<file path="src/source/ssf_pkg.sv">
package ssf_pkg;

	// ============================================================
	// array geometry.
	// ============================================================

	localparam int NUM_LANES = 8;
	localparam int BLOCK_LEN = 4;
	localparam int START_GAP = 64;
	localparam int SAMPLE_W  = 32;
	localparam int LANE_W    = $clog2(NUM_LANES);

	// accumulator needs headroom for BLOCK_LEN full-scale samples plus sign.
	localparam int ACC_W = SAMPLE_W + $clog2(BLOCK_LEN) + 1;

	// counter widths for the release spacing and the taken-sample count.
	localparam int GAP_W = $clog2(START_GAP);
	localparam int CNT_W = $clog2(BLOCK_LEN + 1);

	// ============================================================
	// vector types.
	// ============================================================

	typedef logic signed [SAMPLE_W-1:0] sample_t;
	typedef logic signed [ACC_W-1:0]    acc_t;
	typedef logic [LANE_W-1:0]          lane_t;
	typedef logic [NUM_LANES-1:0]       lane_mask_t;
	typedef logic [GAP_W-1:0]           gap_cnt_t;
	typedef logic [CNT_W-1:0]           count_t;

	// saturation limits of a sample.
	localparam sample_t SAMPLE_MAX = {1'b0, {(SAMPLE_W-1){1'b1}}};
	localparam sample_t SAMPLE_MIN = {1'b1, {(SAMPLE_W-1){1'b0}}};

	typedef enum logic [1:0] {
		FILLING,
		HOLDING,
		IDLE
	} lane_state_t;

endpackage
</file>
<file path="src/source/ssf_array.sv">
`timescale 1ns/1ps

module ssf_array import ssf_pkg::*; (
	input  logic    clk,
	input  logic    rst,
	input  sample_t sample_in,
	input  logic    sample_valid,
	output logic    sample_req,
	output sample_t result_out,
	output lane_t   result_lane,
	output logic    result_valid
);

	lane_mask_t lane_run;
	lane_mask_t lane_req;
	lane_mask_t lane_grant;
	lane_mask_t lane_load;
	sample_t    lane_data;
	lane_mask_t lane_pending;
	lane_mask_t lane_ack;
	sample_t    lane_result [NUM_LANES];

	// ============================================================
	// shared control.
	// ============================================================

	lane_starter u_starter (
		.clk      (clk),
		.rst      (rst),
		.lane_run (lane_run)
	);

	sample_dispatcher u_dispatcher (
		.clk          (clk),
		.rst          (rst),
		.sample_in    (sample_in),
		.sample_valid (sample_valid),
		.lane_req     (lane_req),
		.sample_req   (sample_req),
		.lane_grant   (lane_grant),
		.lane_data    (lane_data),
		.lane_load    (lane_load)
	);

	// ============================================================
	// lanes.
	// ============================================================

	for (genvar i = 0; i < NUM_LANES; i++) begin : g_lane
		ssf_lane u_lane (
			.clk     (clk),
			.rst     (rst),
			.run     (lane_run[i]),
			.grant   (lane_grant[i]),
			.load    (lane_load[i]),
			.data    (lane_data),
			.ack     (lane_ack[i]),
			.req     (lane_req[i]),
			.pending (lane_pending[i]),
			.result  (lane_result[i])
		);
	end

	result_collector u_collector (
		.clk          (clk),
		.rst          (rst),
		.lane_pending (lane_pending),
		.lane_result  (lane_result),
		.lane_ack     (lane_ack),
		.result_out   (result_out),
		.result_lane  (result_lane),
		.result_valid (result_valid)
	);

endmodule

</file>
<file path="src/source/result_collector.sv">
`timescale 1ns/1ps

module result_collector import ssf_pkg::*; (
	input  logic       clk,
	input  logic       rst,
	input  lane_mask_t lane_pending,
	input  sample_t    lane_result [NUM_LANES],
	output lane_mask_t lane_ack,
	output sample_t    result_out,
	output lane_t      result_lane,
	output logic       result_valid
);

	logic  pick_found;
	lane_t pick_lane;

	// ============================================================
	// priority search over pending lanes.
	// ============================================================

	// lowest index wins.
	always_comb begin
		pick_found = 1'b0;
		pick_lane  = '0;
		for (int i = NUM_LANES - 1; i >= 0; i--) begin
			if (lane_pending[i]) begin
				pick_found = 1'b1;
				pick_lane  = lane_t'(i);
			end
		end
	end

	// the chosen lane drops pending on the edge that registers its result.
	always_comb begin
		lane_ack = '0;
		if (pick_found) begin
			lane_ack[pick_lane] = 1'b1;
		end
	end

	// ============================================================
	// output register.
	// ============================================================

	always_ff @(posedge clk) begin
		if (rst) begin
			result_valid <= 1'b0;
		end else begin
			result_valid <= pick_found;
		end
	end

	always_ff @(posedge clk) begin
		if (pick_found) begin
			result_out  <= lane_result[pick_lane];
			result_lane <= pick_lane;
		end
	end

endmodule

</file>
<file path="src/source/ssf_lane.sv">
`timescale 1ns/1ps

module ssf_lane import ssf_pkg::*; (
	input  logic    clk,
	input  logic    rst,
	input  logic    run,
	input  logic    grant,
	input  logic    load,
	input  sample_t data,
	input  logic    ack,
	output logic    req,
	output logic    pending,
	output sample_t result
);

	lane_state_t state;
	count_t      taken;
	acc_t        sum;
	acc_t        next_sum;
	logic        last_add;

	// clamp a block sum into the sample range.
	function automatic sample_t saturate(input acc_t value);
		sample_t clamped;
		if (value > acc_t'(SAMPLE_MAX)) begin
			clamped = SAMPLE_MAX;
		end else if (value < acc_t'(SAMPLE_MIN)) begin
			clamped = SAMPLE_MIN;
		end else begin
			clamped = sample_t'(value);
		end
		return clamped;
	endfunction

	// ============================================================
	// request and completion.
	// ============================================================

	// loads arrive in grant order, so a load seen with a full count is the last one.
	assign next_sum = sum + acc_t'(data);
	assign last_add = load && (taken == count_t'(BLOCK_LEN));

	assign req     = run && (state != HOLDING) && (taken != count_t'(BLOCK_LEN));
	assign pending = (state == HOLDING);

	always_ff @(posedge clk) begin
		if (rst) begin
			state <= IDLE;
			taken <= '0;
			sum   <= '0;
		end else begin
			if (grant) begin
				taken <= taken + 1'b1;
			end
			case (state)
				IDLE: begin
					if (run) begin
						state <= FILLING;
					end
				end
				FILLING: begin
					if (load) begin
						sum <= next_sum;
					end
					if (last_add) begin
						state <= HOLDING;
					end
				end
				HOLDING: begin
					// result has been taken by the collector.
					if (ack) begin
						state <= FILLING;
						taken <= '0;
						sum   <= '0;
					end
				end
				default: state <= IDLE;
			endcase
		end
	end

	// held result word.
	always_ff @(posedge clk) begin
		if (last_add) begin
			result <= saturate(next_sum);
		end
	end

endmodule

</file>
<file path="src/source/sample_dispatcher.sv">
`timescale 1ns/1ps

module sample_dispatcher import ssf_pkg::*; (
	input  logic       clk,
	input  logic       rst,
	input  sample_t    sample_in,
	input  logic       sample_valid,
	input  lane_mask_t lane_req,
	output logic       sample_req,
	output lane_mask_t lane_grant,
	output sample_t    lane_data,
	output lane_mask_t lane_load
);

	logic accept;

	// any asking lane opens the input.
	assign sample_req = |lane_req;
	assign accept     = sample_valid & sample_req;

	// ============================================================
	// grant to the lowest asking lane.
	// ============================================================

	// scanning from the top down leaves the lowest set bit as the winner.
	always_comb begin
		lane_grant = '0;
		if (accept) begin
			for (int i = NUM_LANES - 1; i >= 0; i--) begin
				if (lane_req[i]) begin
					lane_grant    = '0;
					lane_grant[i] = 1'b1;
				end
			end
		end
	end

	// ============================================================
	// delivery one cycle after the grant.
	// ============================================================

	always_ff @(posedge clk) begin
		if (rst) begin
			lane_load <= '0;
		end else begin
			lane_load <= lane_grant;
		end
	end

	// sample word is shared by all lanes, lane_load picks the taker.
	always_ff @(posedge clk) begin
		if (accept) begin
			lane_data <= sample_in;
		end
	end

endmodule

</file>
<file path="src/source/lane_starter.sv">
`timescale 1ns/1ps

module lane_starter import ssf_pkg::*; (
	input  logic       clk,
	input  logic       rst,
	output lane_mask_t lane_run
);

	gap_cnt_t gap_cnt;
	logic     all_running;

	// the top lane is the last one to be released.
	assign all_running = lane_run[NUM_LANES-1];

	// ============================================================
	// staggered release.
	// ============================================================

	// lane 0 runs straight out of reset, each further lane follows
	// START_GAP cycles after the one below it.
	always_ff @(posedge clk) begin
		if (rst) begin
			lane_run <= lane_mask_t'(1);
			gap_cnt  <= '0;
		end else if (!all_running) begin
			if (gap_cnt == gap_cnt_t'(START_GAP - 1)) begin
				gap_cnt  <= '0;
				lane_run <= {lane_run[NUM_LANES-2:0], 1'b1};
			end else begin
				gap_cnt <= gap_cnt + 1'b1;
			end
		end
	end

endmodule

</file>
<file path="config.mk">
export PLATFORM = sky130hd
export DESIGN_NAME = ssf_array
export DESIGN_NICKNAME = d
export VERILOG_FILES = /design/src/source/ssf_pkg.sv /design/src/source/ssf_array.sv /design/src/source/result_collector.sv /design/src/source/ssf_lane.sv /design/src/source/sample_dispatcher.sv /design/src/source/lane_starter.sv
export SDC_FILE = /design/constraint.sdc
export NUM_CORES = 2
export LEC_CHECK = 0
export BUFFER_PORTS_ARGS = -buffer_cell sky130_fd_sc_hd__buf_4
export CAP_MARGIN = 10
export CORE_ASPECT_RATIO = 1.4
export CORE_MARGIN = 5
export CORE_UTILIZATION = 35
export CTS_BUF_LIST = sky130_fd_sc_hd__clkbuf_8
export DETAILED_ROUTE_END_ITERATION = 8
export GPL_ROUTABILITY_DRIVEN = 0
export SLEW_MARGIN = 20
export SYNTH_ARGS = -nofsm -noshare
export SYNTH_HDL_FRONTEND = slang
export SYNTH_SLANG_ARGS = --single-unit
</file>
<file path="constraint.sdc">
create_clock -name clk -period 3.8 [get_ports clk]
set_clock_uncertainty 0.2 [all_clocks]
set_input_delay 0.95 -clock clk [delete_from_list [all_inputs] [get_ports clk]]
set_output_delay 0.95 -clock clk [all_outputs]
set_load 0.005 [all_outputs]
</file>
==> flow_metrics.tcl <==
set metrics [dict create \
    rr_worst_depth 14 \
    synth_edf_count 323 \
    syn-cell-area_um2 43100 \
    switchingPower_w 0.00502 \
    fin_nets 5906 \
    vias_per_cell 5.85 \
    syn_inst 4934 \
    drt-total-wl_um 173000 \
    hp-class "input pin to register" \
    grt_max_degree 131 \
    rrSetupSlack_ns -0.07 \
    vias 42700 \
    cap_violations 0 \
    fmax_mhz 258 \
    die_x_um 307 \
    drcViolationCount 0 \
    p_int_w 0.0123 \
    rows 152 \
    syn-num-nets 5266 \
    tightestPinTransition_ns 1.03 \
    io_buffers 71 \
    cts_buffer_depth 3 \
    leakagePower_nw 22.2 \
    p_per_area_nw_per_um2 306 \
    dr.pass1.iters 8 \
    die-height_um 425 \
    dpl-instance-area_um2 49900 \
    hpwl_um 125000 \
    status "finished with violations" \
    cts_buffers 111 \
    path_class "register to register" \
    setup_viol 17 \
    drive_above_1_share_pct 26.1 \
    ys.warnings.count 0 \
    path_max_fanout 5 \
    violations "setup timing" \
    gr-total-overflow 0 \
    period_minus_slack_ns 3.87 \
    rsz0062_at_grt "true" \
    die_area_um2 130000 \
    antenna_found_initial 6 \
    avgSynthCellArea_um2 8.74 \
    synthFlopType "dfxtp_1" \
    clock_power_share_pct 39.7 \
    initial_core_util_pct 35.2 \
    synthDistinctLibCells 94 \
    holdPathStages 1 \
    start_kind "register" \
    grt_pass1_wl_um 246000 \
    min_period_over_period_pct 102 \
    tritoncts "yes" \
    worstPathRequired_ns 4.23 \
    drt_first_iter_violations 4175 \
    comb_power_share_pct 16.2 \
    ant_nets 0 \
    postLayoutCoreUtil_pct 46.1 \
    hold_ws_ns 0.0842 \
    slew_headroom_pct 30.8 \
    switching_share_pct 29.0 \
    grt_pass1_vias 40400 \
    wl_per_cell_um 23.7 \
    path_clk_slew_ns 0.07 \
    htree_levels 3 \
    maxSlewViolCount 0 \
    finalHoldViolCount 0 \
    pwr-share-seq_pct 44.1 \
    setup_tns_ns -0.239 \
    grt_usage_pct 24.5 \
    endpoint_kind "register" \
    final_area_um2 56400 \
    ys_seq_elements 665 \
    synthArstFlopShare_pct 0 \
    ir_drop_mv 0.232 \
    worstPathArrival_ns 4.30 \
    io_pins 72 \
    insertion_delay_ns 0.84 \
    syn_to_final_growth_pct 30.8 \
    clk_root_buffer_cell "clkbuf_8" \
    setup_slack_ns -0.0731 \
    clock-sinks 665 \
    core_um2 122000 \
    yosysSeqAreaShare_pct 38.3 \
]
routing by layer:
metal	share of wire (%)	vias up	global-route usage (%)
li1	-	19700	-
met1	37	20600	28.7
met2	46	1785	40.4
met3	6.8	565	3.32
met4	9.6	0	18.9
met5	0	-	0
sequential cells by signal, indices dropped and copies added (netlist names):
name and cells:
g_lane.u_lane.sum 280, g_lane.u_lane.result 256, u_collector.result_out 32, u_dispatcher.lane_data 32
g_lane.u_lane.taken 24, g_lane.u_lane.state 16, u_dispatcher.lane_load 8, u_starter.lane_run 7
u_starter.gap_cnt 6, u_collector.result_lane 3, u_collector.result_valid 1
kinds of logic after synthesis:
family	share of synthesized area [%]
AOI/OAI and AO/OA	24.5
DFF	38.3
xor gates and xnor gates	5.16
adders and majority gates	8.75
and+or+nand+nor	17.5
buffers and inverters	3.67
muxes	2.05
critical path: stages (launching register included):
cell and delay (ns):
edfxtp_1 0.46, buf_6 0.18, buf_8 0.14, ha_4 0.26
a211oi_2 0.08, o211a_1 0.27, or2_4 0.26, o21ai_4 0.23
a211o_1 0.20, a21o_1 0.17, nand4_1 0.25, buf_4 0.24
buf_6 0.12, or3_4 0.36, a32oi_2 0.25
cells in the mapped netlist, types with 54 or more instances:
cell | n | area share [%]
a211oi_1 | 54 | 0.94
a21o_1 | 136 | 2.4
a21oi_1 | 485 | 5.6
a22oi_1 | 69 | 1.2
a31oi_1 | 95 | 1.4
clkbuf_1 | 249 | 2.2
dfxtp_1 | 342 | 16
edfxtp_1 | 323 | 22
ha_1 | 289 | 8.4
inv_1 | 101 | 0.88
mux2i_1 | 86 | 2.0
nand2_1 | 386 | 3.4
nand3_1 | 249 | 2.9
nand4_1 | 58 | 0.84
nor2_1 | 537 | 4.7
nor3_1 | 105 | 1.2
o21ai_0 | 249 | 2.9
o21bai_1 | 54 | 0.94
xnor2_1 | 136 | 2.8
xor2_1 | 118 | 2.4
power groups by stage:
stage / clock, W / combinational [W] / sequential [W]
global route: 0.00731 / 0.00296 / 0.00762
floorplan: 0 / 0.00121 / 0.00780
detailed placement: 0 / 0.00224 / 0.00779
CTS: 0.00700 / 0.00236 / 0.00762
global placement: 0 / 0.00221 / 0.00779
finish: 0.00687 / 0.00280 / 0.00762
area by class of cell:
class	count	area, um2
antenna	5	12.5
clock buffer	120	1650
clock inverter	92	664
fill	11700	66000
inverter	104	402
multi-input combinational	3868	27800
sequential	665	16500
tap	1617	2020
timing repair buffer	824	7380
worst paths after layout:
path                                                 from                         end
worst max-delay path            u_dispatcher.lane_data[1]  g_lane[4].u_lane.result[9]
worst min-delay path                         sample_in[7]   u_dispatcher.lane_data[7]
worst max register to register  u_dispatcher.lane_data[1]  g_lane[4].u_lane.result[9]
worst min register to register   g_lane[6].u_lane.sum[27]    g_lane[6].u_lane.sum[27]
stage by stage:
step / std cells / worst slack, ns / power, W
detailed placement: 6966 / -0.499 / 0.0100
CTS: 7218 / -0.00100 / 0.0170
finish: 7295 / -0.0731 / 0.0173
global placement: 6966 / -0.449 / 0.0100
floorplan: 4934 / 0.0130 / 0.00901
global route: 7291 / -0.154 / 0.0179
placed cells by master, fill, tap and decap left out, types with 89 or more instances in the layout:
cell type / instances
xnor2_1: 129
a31oi_1: 92
clkbuf_8: 120
xor2_1: 111
ha_1: 225
nor3_1: 89
nor2_1: 487
a21oi_2: 94
nand3_1: 218
a21oi_1: 405
nand2_1: 375
dfxtp_1: 342
edfxtp_1: 323
a21o_1: 136
inv_1: 126
buf_4: 699
o21ai_0: 175
timing repair:
| item | CTS | global route |
|---|---|---|
| endpoints found under the hold margin | 2 | 0 |
| cloned | 4 | 22 |
| gates resized for setup | 136 | 527 |
| hold buffers | 2 | 0 |
| setup endpoints to repair | 264 | 267 |
| pin swaps | 59 | 196 |
| buffers inserted | 35 | 58 |
No activity file was read; power rests on OpenSTA's default activity.
